$ cat config.mk
export PLATFORM = sky130hd
export DESIGN_NAME = engine_ctrl
export DESIGN_NICKNAME = d
export VERILOG_FILES = /design/src/source/vchess_ctrl_pkg.sv /design/src/source/axil_write_port.sv /design/src/source/axil_read_port.sv /design/src/source/ctrl_reg_bank.sv /design/src/source/engine_ctrl.sv
export VERILOG_INCLUDE_DIRS = /design/src /design/src/include
export SDC_FILE = /design/constraint.sdc
export NUM_CORES = 1
export LEC_CHECK = 0
export BUFFER_PORTS_ARGS = -buffer_cell sky130_fd_sc_hd__buf_2
export CAP_MARGIN = 25
export CORE_AREA = 2 2 302 304
export CTS_CLUSTER_DIAMETER = 30
export DETAILED_ROUTE_END_ITERATION = 7
export DIE_AREA = 0 0 304 306
export GPL_ROUTABILITY_DRIVEN = 1
export GPL_TIMING_DRIVEN = 0
export PLACE_DENSITY = 0.52
export SLEW_MARGIN = 20
export SYNTH_ARGS = -nofsm -noshare
export SYNTH_HDL_FRONTEND = slang
export SYNTH_SLANG_ARGS = --single-unit
$ cat constraint.sdc
create_clock -name clk -period 3.9 [get_ports clk]
set_input_delay 0.39 -clock clk [delete_from_list [all_inputs] [get_ports clk]]
set_output_delay 0.39 -clock clk [all_outputs]
set_load 0.01 [all_outputs]
$ cat src/include/vchess_cfg.svh
`ifndef VCHESS_CFG_SVH
`define VCHESS_CFG_SVH

`define CTRL_BOARD_WIDTH 256 // 64 squares x 4 bits
`define CTRL_SIDE_WIDTH 32 // 8 squares per word
`define CTRL_BOARD_WORDS 8
`define CTRL_MAX_POSITIONS 256
`define CTRL_HALF_MOVE_WIDTH 10
`define CTRL_EVAL_WIDTH 24
`define CTRL_AXI_ADDR_WIDTH 40
`define CTRL_AXI_DATA_WIDTH 32
`define CTRL_REG_INDEX_WIDTH 14
`define CTRL_REG_INDEX_LSB 2 // Word addressing
`define CTRL_AXI_RESP_OKAY 2'b00

`define REG_CONTROL 0
`define REG_MOVE_INDEX 1
`define REG_POS_FLAGS 2
`define REG_HALF_MOVE 3
`define REG_CAPTURE_MOVES 4
`define REG_NEW_BOARD_BASE 8 // Words 8 to 15
`define REG_MOVE_EVAL 134
`define REG_MOVE_COUNT 135
`define REG_INITIAL_EVAL 136
`define REG_MOVE_BOARD_BASE 172 // Words 172 to 179

`define CTRL_BIT_NEW_BOARD_VALID 0
`define CTRL_BIT_CLEAR_MOVES 1
`define CTRL_BIT_MOVES_READY 2
`define CTRL_BIT_MOVE_READY 3
`define CTRL_BIT_INITIAL_STALEMATE 4
`define CTRL_BIT_INITIAL_MATE 5
`define CTRL_BIT_AM_IDLE 7
`define CTRL_BIT_USE_RANDOM 30
`define CTRL_BIT_SOFT_RESET 31

`define CTRL_BIT_WHITE_TO_MOVE 8 // Position flags word
`define CTRL_CASTLE_LSB 4
`define CTRL_EP_COL_LSB 0
`define CTRL_BIT_CAPTURE_MOVES 0

`endif

$ cat src/source/vchess_ctrl_pkg.sv
`include "vchess_cfg.svh"

package vchess_ctrl_pkg;

   // Board as seen by the move generator
   typedef logic [`CTRL_BOARD_WIDTH-1:0] board_t;
   typedef logic [`CTRL_SIDE_WIDTH-1:0] side_word_t;

   typedef logic [$clog2(`CTRL_MAX_POSITIONS)-1:0] move_index_t;
   typedef logic [`CTRL_HALF_MOVE_WIDTH-1:0] half_move_t;
   typedef logic signed [`CTRL_EVAL_WIDTH-1:0] eval_t;

   typedef logic [3:0] castle_mask_t; // KQkq rights
   typedef logic [3:0] ep_col_t;

   // Host bus side
   typedef logic [`CTRL_REG_INDEX_WIDTH-1:0] reg_index_t;
   typedef logic [`CTRL_AXI_ADDR_WIDTH-1:0] axi_addr_t;
   typedef logic [`CTRL_AXI_DATA_WIDTH-1:0] axi_data_t;

endpackage

$ cat src/source/axil_write_port.sv
`include "vchess_cfg.svh"

module axil_write_port
(
   input  logic                          clk,
   input  logic                          rst_n,

   input  vchess_ctrl_pkg::axi_addr_t    awaddr,
   input  logic                          awvalid,
   output logic                          awready,

   input  vchess_ctrl_pkg::axi_data_t    wdata,
   input  logic                          wvalid,
   output logic                          wready,

   output logic [1:0]                    bresp,
   output logic                          bvalid,
   input  logic                          bready,

   output logic                          wr_valid,
   output vchess_ctrl_pkg::reg_index_t   wr_index,
   output vchess_ctrl_pkg::axi_data_t    wr_data
);
   import vchess_ctrl_pkg::*;

   logic aw_held;
   logic w_held;

   // Both channels stall until the response is taken
   assign awready = ~aw_held & ~bvalid;
   assign wready = ~w_held & ~bvalid;
   assign bresp = `CTRL_AXI_RESP_OKAY;

   always_ff @(posedge clk or negedge rst_n)
   begin
      if (!rst_n)
      begin
         aw_held <= 1'b0;
         w_held <= 1'b0;
         wr_valid <= 1'b0;
         bvalid <= 1'b0;
      end
      else
      begin
         if (awvalid && awready)
            aw_held <= 1'b1;
         if (wvalid && wready)
            w_held <= 1'b1;

         // Single strobe once address and data are both in
         wr_valid <= aw_held & w_held & ~wr_valid & ~bvalid;

         if (wr_valid)
            bvalid <= 1'b1;
         else if (bvalid && bready)
         begin
            bvalid <= 1'b0;
            aw_held <= 1'b0; // Reopen both channels
            w_held <= 1'b0;
         end
      end
   end

   always_ff @(posedge clk)
   begin
      if (awvalid && awready)
         wr_index <= awaddr[`CTRL_REG_INDEX_LSB +: `CTRL_REG_INDEX_WIDTH];
      if (wvalid && wready)
         wr_data <= wdata;
   end

endmodule

$ cat src/source/axil_read_port.sv
`include "vchess_cfg.svh"

module axil_read_port
(
   input  logic                          clk,
   input  logic                          rst_n,

   input  vchess_ctrl_pkg::axi_addr_t    araddr,
   input  logic                          arvalid,
   output logic                          arready,

   output logic                          rvalid,
   output logic [1:0]                    rresp,
   input  logic                          rready,

   output logic                          rd_en,
   output vchess_ctrl_pkg::reg_index_t   rd_index
);
   import vchess_ctrl_pkg::*;

   assign arready = 1'b1; // Never stalls
   assign rresp = `CTRL_AXI_RESP_OKAY;

   assign rd_en = arvalid;
   assign rd_index = araddr[`CTRL_REG_INDEX_LSB +: `CTRL_REG_INDEX_WIDTH];

   always_ff @(posedge clk or negedge rst_n)
   begin
      if (!rst_n)
         rvalid <= 1'b0;
      else if (arvalid)
         rvalid <= 1'b1; // New read wins over rready
      else if (rready)
         rvalid <= 1'b0;
   end

endmodule

$ cat src/source/ctrl_reg_bank.sv
`include "vchess_cfg.svh"

module ctrl_reg_bank
(
   input  logic                             clk,
   input  logic                             rst_n,

   input  logic                             wr_valid,
   input  vchess_ctrl_pkg::reg_index_t      wr_index,
   input  vchess_ctrl_pkg::axi_data_t       wr_data,
   input  logic                             rd_en,
   input  vchess_ctrl_pkg::reg_index_t      rd_index,

   input  logic                             am_idle,
   input  logic                             am_moves_ready,
   input  logic                             am_move_ready,
   input  logic                             initial_mate,
   input  logic                             initial_stalemate,
   input  vchess_ctrl_pkg::move_index_t     am_move_count,
   input  vchess_ctrl_pkg::eval_t           am_eval,
   input  vchess_ctrl_pkg::eval_t           initial_eval,
   input  vchess_ctrl_pkg::board_t          move_board,

   output vchess_ctrl_pkg::axi_data_t       rdata,
   output logic                             new_board_valid,
   output logic                             clear_moves,
   output logic                             capture_moves,
   output logic                             use_random_bit,
   output logic                             soft_reset,
   output vchess_ctrl_pkg::move_index_t     move_index,
   output logic                             white_to_move,
   output vchess_ctrl_pkg::castle_mask_t    castle_mask,
   output vchess_ctrl_pkg::ep_col_t         en_passant_col,
   output vchess_ctrl_pkg::half_move_t      half_move,
   output vchess_ctrl_pkg::board_t          new_board
);
   import vchess_ctrl_pkg::*;

   localparam int WORD_SEL_WIDTH = $clog2(`CTRL_BOARD_WORDS);

   reg_index_t wr_board_off;
   reg_index_t rd_new_off;
   reg_index_t rd_move_off;
   axi_data_t  rd_word;

   // Offsets below the base wrap high and miss the window
   assign wr_board_off = wr_index - reg_index_t'(`REG_NEW_BOARD_BASE);
   assign rd_new_off = rd_index - reg_index_t'(`REG_NEW_BOARD_BASE);
   assign rd_move_off = rd_index - reg_index_t'(`REG_MOVE_BOARD_BASE);

   always_ff @(posedge clk or negedge rst_n)
   begin
      if (!rst_n)
      begin
         new_board_valid <= 1'b0;
         clear_moves <= 1'b0;
         use_random_bit <= 1'b0;
         soft_reset <= 1'b0;
         capture_moves <= 1'b0;
         move_index <= '0;
         white_to_move <= 1'b0;
         castle_mask <= '0;
         en_passant_col <= '0;
         half_move <= '0;
         new_board <= '0;
      end
      else if (wr_valid)
      begin
         case (wr_index)
            `REG_CONTROL:
            begin
               new_board_valid <= wr_data[`CTRL_BIT_NEW_BOARD_VALID];
               clear_moves <= wr_data[`CTRL_BIT_CLEAR_MOVES];
               use_random_bit <= wr_data[`CTRL_BIT_USE_RANDOM];
               soft_reset <= wr_data[`CTRL_BIT_SOFT_RESET];
            end
            `REG_MOVE_INDEX: move_index <= wr_data[$bits(move_index_t)-1:0];
            `REG_POS_FLAGS:
            begin
               white_to_move <= wr_data[`CTRL_BIT_WHITE_TO_MOVE];
               castle_mask <= wr_data[`CTRL_CASTLE_LSB +: $bits(castle_mask_t)];
               en_passant_col <= wr_data[`CTRL_EP_COL_LSB +: $bits(ep_col_t)];
            end
            `REG_HALF_MOVE: half_move <= wr_data[`CTRL_HALF_MOVE_WIDTH-1:0];
            `REG_CAPTURE_MOVES: capture_moves <= wr_data[`CTRL_BIT_CAPTURE_MOVES];
            default:
            begin
               // Board words; anything else is read-only or unmapped
               if (wr_board_off < `CTRL_BOARD_WORDS)
                  new_board[wr_board_off[WORD_SEL_WIDTH-1:0] * `CTRL_SIDE_WIDTH
                            +: `CTRL_SIDE_WIDTH] <= wr_data[`CTRL_SIDE_WIDTH-1:0];
            end
         endcase
      end
   end

   always_comb
   begin
      rd_word = '0;
      case (rd_index)
         `REG_CONTROL:
         begin
            rd_word[`CTRL_BIT_NEW_BOARD_VALID] = new_board_valid;
            rd_word[`CTRL_BIT_CLEAR_MOVES] = clear_moves;
            rd_word[`CTRL_BIT_MOVES_READY] = am_moves_ready;
            rd_word[`CTRL_BIT_MOVE_READY] = am_move_ready;
            rd_word[`CTRL_BIT_INITIAL_STALEMATE] = initial_stalemate;
            rd_word[`CTRL_BIT_INITIAL_MATE] = initial_mate;
            rd_word[`CTRL_BIT_AM_IDLE] = am_idle;
            rd_word[`CTRL_BIT_USE_RANDOM] = use_random_bit;
            rd_word[`CTRL_BIT_SOFT_RESET] = soft_reset;
         end
         `REG_MOVE_INDEX: rd_word = axi_data_t'(move_index);
         `REG_POS_FLAGS:
         begin
            rd_word[`CTRL_BIT_WHITE_TO_MOVE] = white_to_move;
            rd_word[`CTRL_CASTLE_LSB +: $bits(castle_mask_t)] = castle_mask;
            rd_word[`CTRL_EP_COL_LSB +: $bits(ep_col_t)] = en_passant_col;
         end
         `REG_HALF_MOVE: rd_word = axi_data_t'(half_move);
         `REG_CAPTURE_MOVES: rd_word[`CTRL_BIT_CAPTURE_MOVES] = capture_moves;
         `REG_MOVE_EVAL:
            rd_word = {{(`CTRL_AXI_DATA_WIDTH-`CTRL_EVAL_WIDTH){am_eval[`CTRL_EVAL_WIDTH-1]}},
                       am_eval};
         `REG_MOVE_COUNT: rd_word = axi_data_t'(am_move_count);
         `REG_INITIAL_EVAL:
            rd_word = {{(`CTRL_AXI_DATA_WIDTH-`CTRL_EVAL_WIDTH){initial_eval[`CTRL_EVAL_WIDTH-1]}},
                       initial_eval};
         default:
         begin
            if (rd_new_off < `CTRL_BOARD_WORDS)
               rd_word = new_board[rd_new_off[WORD_SEL_WIDTH-1:0] * `CTRL_SIDE_WIDTH
                                   +: `CTRL_SIDE_WIDTH];
            else if (rd_move_off < `CTRL_BOARD_WORDS)
               rd_word = move_board[rd_move_off[WORD_SEL_WIDTH-1:0] * `CTRL_SIDE_WIDTH
                                    +: `CTRL_SIDE_WIDTH];
         end
      endcase
   end

   always_ff @(posedge clk or negedge rst_n)
   begin
      if (!rst_n)
         rdata <= '0;
      else if (rd_en)
         rdata <= rd_word; // Lands with rvalid
   end

endmodule

$ cat src/source/engine_ctrl.sv
module engine_ctrl
(
   input  logic                             clk,
   input  logic                             rst_n,

   input  vchess_ctrl_pkg::axi_addr_t       awaddr,
   input  logic                             awvalid,
   output logic                             awready,
   input  vchess_ctrl_pkg::axi_data_t       wdata,
   input  logic                             wvalid,
   output logic                             wready,
   output logic [1:0]                       bresp,
   output logic                             bvalid,
   input  logic                             bready,
   input  vchess_ctrl_pkg::axi_addr_t       araddr,
   input  logic                             arvalid,
   output logic                             arready,
   output vchess_ctrl_pkg::axi_data_t       rdata,
   output logic [1:0]                       rresp,
   output logic                             rvalid,
   input  logic                             rready,

   input  logic                             am_idle,
   input  logic                             am_moves_ready,
   input  logic                             am_move_ready,
   input  logic                             initial_mate,
   input  logic                             initial_stalemate,
   input  vchess_ctrl_pkg::move_index_t     am_move_count,
   input  vchess_ctrl_pkg::eval_t           am_eval,
   input  vchess_ctrl_pkg::eval_t           initial_eval,
   input  vchess_ctrl_pkg::board_t          move_board,

   output logic                             new_board_valid,
   output logic                             clear_moves,
   output logic                             capture_moves,
   output logic                             use_random_bit,
   output logic                             soft_reset,
   output vchess_ctrl_pkg::move_index_t     move_index,
   output logic                             white_to_move,
   output vchess_ctrl_pkg::castle_mask_t    castle_mask,
   output vchess_ctrl_pkg::ep_col_t         en_passant_col,
   output vchess_ctrl_pkg::half_move_t      half_move,
   output vchess_ctrl_pkg::board_t          new_board
);
   import vchess_ctrl_pkg::*;

   logic       wr_valid;
   reg_index_t wr_index;
   axi_data_t  wr_data;
   logic       rd_en;
   reg_index_t rd_index;

   axil_write_port i_axil_write_port
   (
      .clk      (clk),
      .rst_n    (rst_n),
      .awaddr   (awaddr),
      .awvalid  (awvalid),
      .awready  (awready),
      .wdata    (wdata),
      .wvalid   (wvalid),
      .wready   (wready),
      .bresp    (bresp),
      .bvalid   (bvalid),
      .bready   (bready),
      .wr_valid (wr_valid),
      .wr_index (wr_index),
      .wr_data  (wr_data)
   );

   axil_read_port i_axil_read_port
   (
      .clk      (clk),
      .rst_n    (rst_n),
      .araddr   (araddr),
      .arvalid  (arvalid),
      .arready  (arready),
      .rvalid   (rvalid),
      .rresp    (rresp),
      .rready   (rready),
      .rd_en    (rd_en),
      .rd_index (rd_index)
   );

   ctrl_reg_bank i_ctrl_reg_bank
   (
      .clk               (clk),
      .rst_n             (rst_n),
      .wr_valid          (wr_valid),
      .wr_index          (wr_index),
      .wr_data           (wr_data),
      .rd_en             (rd_en),
      .rd_index          (rd_index),
      .am_idle           (am_idle),
      .am_moves_ready    (am_moves_ready),
      .am_move_ready     (am_move_ready),
      .initial_mate      (initial_mate),
      .initial_stalemate (initial_stalemate),
      .am_move_count     (am_move_count),
      .am_eval           (am_eval),
      .initial_eval      (initial_eval),
      .move_board        (move_board),
      .rdata             (rdata),
      .new_board_valid   (new_board_valid),
      .clear_moves       (clear_moves),
      .capture_moves     (capture_moves),
      .use_random_bit    (use_random_bit),
      .soft_reset        (soft_reset),
      .move_index        (move_index),
      .white_to_move     (white_to_move),
      .castle_mask       (castle_mask),
      .en_passant_col    (en_passant_col),
      .half_move         (half_move),
      .new_board         (new_board)
   );

endmodule

==> flow_summary.ini <==
[layout]
nFillCells = 9320
nets = 3030
drive_gt1_share_pct = 45.8
area_delta_synth_final_pct = 47.4
utilization_pct = 32.3

[place]
routabilityCongestion = 0.890
hpwl_um = 90400
io_buffers = 703

[setup_path]
slowest_delay_ns = 0.58
endpoint = i_ctrl_reg_bank.new_board[125]
worstSetupStartpointType = register
r2r-end = i_ctrl_reg_bank.new_board[125]
worstSetupPathType = register to register
path_cells = buf_2 > inv_2 > ha_1 > ha_1 > clkbuf_1 > nor2b_1 > nand4_2 > clkbuf_1 > nand2_1 > o21ai_0
rr_worst_depth = 10
end_kind = register
path_buf_inv = 4
critPathLaunch = i_axil_write_port.wr_index[0]
path_max_fanout = 10
cp_slowest_cell = clkbuf_1
required_ns = 4.39
cp.depth = 10
r2r_slack_ns = 0.36
crit_family = buffers and inverters
arrival_ns = 4.03
timing.rr.start = i_axil_write_port.wr_index[0]

[synth]
yosysTopAreaCell = dfrtp_1
synth_xor_area_share_pct = 0.0891
synthTopCellsByArea = dfrtp_1, mux4_2, nand2_1, edfxtp_1, mux2_2
yosysWarnings = 0
synth-simple-area-share_pct = 13.4
seq_area_frac_synth_pct = 48.4
synth-edff-count = 46
synth.top_cell.area_share_pct = 41.4
synthMuxAreaShare_pct = 24.1
async_reset_ff_share_pct = 87.6
ys.flop_type = dfrtp_1
synthTopCellsByCount = nand2_1, dfrtp_1, o21ai_0
synth_compound_gate_area_share_pct = 8.91
postSynthAreaPerCell_um2 = 11.5
ys_types = 75
synth_top_family_by_area = multiplexers
yosys.cell_count.top_type = nand2_1
syn-cell-area_mm2 = 0.0197
ys_ff_latch = 371
synthAdderAreaFrac_pct = 0.764
synth_cells = 1716

[detailed_routing]
detail-route-antenna-nets = 0
wl_per_cell_um = 30.0
drtIter0Drc = 1484
firstDrtPassIters = 5
drc = 0
vias = 18600
drt-total-wl_um = 115000
routed_via_density = 4.82

[sta]
finalCriticalPeriod_ns = 3.54
finalHoldViolCount = 0
max_slew_margin_pct = 28.2
finalMaxSlewViolations = 0
worstMarginPinSlew_ns = 1.08
grt_setup_unrepaired = no
whs_ns = 0.0334
tns_ns = 0
setup_violations = 0
skew_ns = 0.0407
fmax_mhz = 282
fin_crit_sh_pct = 90.8

[clock_network]
clkSlewWorstSetupHoldPaths_ns = 0.04
cts.sinks = 371
cts-buffers-inserted = 99
cts_htree_levels = 3
cts_resized = 0
cts_root_buffer = clkbuf_16
cts_buffer_depth = 3
cts_tree = done
clk_latency_ns = 0.66

[global_route]
grt_pass1_vias = 18800
antenna_found_initial = 20
grt_max_degree = 87
grt_pass1_wl_um = 155000
overflow = 0
grt_usage_pct = 24.1

[die]
initial_utilization_pct = 21.9
num_rows = 110
io_pins = 765
die_w_um = 304
die_area_mm2 = 0.0930
die_y_um = 306
core_mm2 = 0.0896

[pwr]
ir_drop_v = 0.000330
leakage_nw = 14.3
p_per_area_mw_per_mm2 = 495

[flow_run]
maxCapViolCount = 0

[min_path]
hold_class = input port to register

[status]
status = finished, final reports clean
==> layer usage <==
layer  wire length [um]  global-route usage [%]  share of wire (%)  vias up
met5                 99                       0              0.086        -
met4               3560                    7.90                3.1       14
met3              10400                    8.14                9.0      194
met2              56000                    40.7                 48      908
met1              45500                    28.7                 39     9434
li1                   -                       -                  -     8015
==> worst register-to-register path: cells and delay by family (launching register included) <==
kind | cells | cell delay (ns)
AOI/OAI and AO/OA | 1 | 0.09
adders and majority gates | 2 | 0.58
buffers and inverters | 4 | 1.39
DFF | 1 | 0.40
and+or+nand+nor | 3 | 0.97
==> flip-flops by register name, indices dropped and copies added (netlist names), 4 cells and up <==
register                        count
i_ctrl_reg_bank.new_board         256
i_axil_write_port.wr_data          32
i_ctrl_reg_bank.rdata              32
i_axil_write_port.wr_index         14
i_ctrl_reg_bank.half_move          10
i_ctrl_reg_bank.move_index          8
i_ctrl_reg_bank.castle_mask         4
i_ctrl_reg_bank.en_passant_col      4
==> layout make-up <==
| cell class | instances | area (um2) | share of cell area [%] |
|---|---|---|---|
| clock inverter | 43 | 694 | 2.40 |
| clock buffer | 140 | 2880 | 9.95 |
| tap | 1176 | 1470 | 5.08 |
| sequential | 371 | 9510 | 32.8 |
| buffer | 145 | 795 | 2.74 |
| timing repair buffer | 762 | 4220 | 14.6 |
| inverter | 15 | 56.3 | 0.194 |
| antenna | 10 | 25.0 | 0.0864 |
| multi-input combinational | 1188 | 9310 | 32.1 |
==> cells in the final DEF (no fill, tap or decap), types with 10 or more instances in the layout <==
master | Yosys | final
o22ai_1 | 16 | 16
dlygate4sd3_1 | 0 | 48
a31oi_1 | 16 | 16
mux2_1 | 78 | 78
nand4_1 | 10 | 10
buf_4 | 31 | 31
inv_1 | 14 | 14
a21oi_2 | 12 | 12
a21oi_1 | 32 | 32
clkbuf_8 | 0 | 23
dfrtp_1 | 325 | 325
o21ai_0 | 141 | 141
edfxtp_1 | 46 | 46
clkinv_2 | 0 | 14
diode_2 | 0 | 10
nand2_1 | 407 | 407
mux2_2 | 103 | 103
a41o_1 | 18 | 18
bufinv_16 | 0 | 15
clkbuf_1 | 59 | 75
buf_2 | 40 | 742
nor2_1 | 41 | 41
nand3_1 | 52 | 52
clkbuf_16 | 0 | 100
nand2b_1 | 20 | 20
mux4_2 | 117 | 117
ha_1 | 12 | 12
buf_6 | 11 | 13
==> per-stage QoR <==
stage          power [mW]  instances  area [um2]  setup slack, ns
2_1_floorplan        4.87       1719       19700             1.45
3_3_place_gp         5.68       3598       24700            -4.63
3_5_place_dp         5.72       3609       24900          -0.0553
4_1_cts              14.5       3840       28900            0.328
5_1_grt              14.8       3846       29000            0.146
6_report             14.3       3850       29000            0.359
==> how the worst min path moves through the flow <==
stage                                                    to                    startpoint  cells past startpoint
after floorplan                     i_axil_read_port.rvalid                         rst_n                      0
after global placement    i_ctrl_reg_bank.en_passant_col[3]  i_axil_write_port.wr_data[3]                      1
after detailed placement     i_ctrl_reg_bank.new_board[146]                         rst_n                      1
after CTS                         i_axil_write_port.aw_held                       awvalid                      3
after global routing               i_axil_write_port.w_held                        wvalid                      3
final                             i_axil_write_port.aw_held                       awvalid                      3
==> repair_timing <==
item	in CTS	in global routing
setup buffers	0	0
endpoints found under the hold margin	87	0
hold buffers	48	0
==> power breakdown <==
| group | leakage [nW] | internal (mW) | switching, mW | total, mW |
|---|---|---|---|---|
| logic | 7.68 | 0.558 | 0.913 | 1.47 |
| registers | 4.91 | 4.08 | 0.135 | 4.21 |
| clock network | 1.74 | 6.09 | 2.58 | 8.67 |
| total | 14.3 | 10.7 | 3.63 | 14.3 |
==> cell families after synthesis <==
logic type / after synthesis
simple gates: 585
flops: 371
mux: 304
compound gates: 280
buf+inv: 160
fa+ha+maj: 12
other cells: 2
xor+xnor: 2
Power figures use the tool's default switching activity.
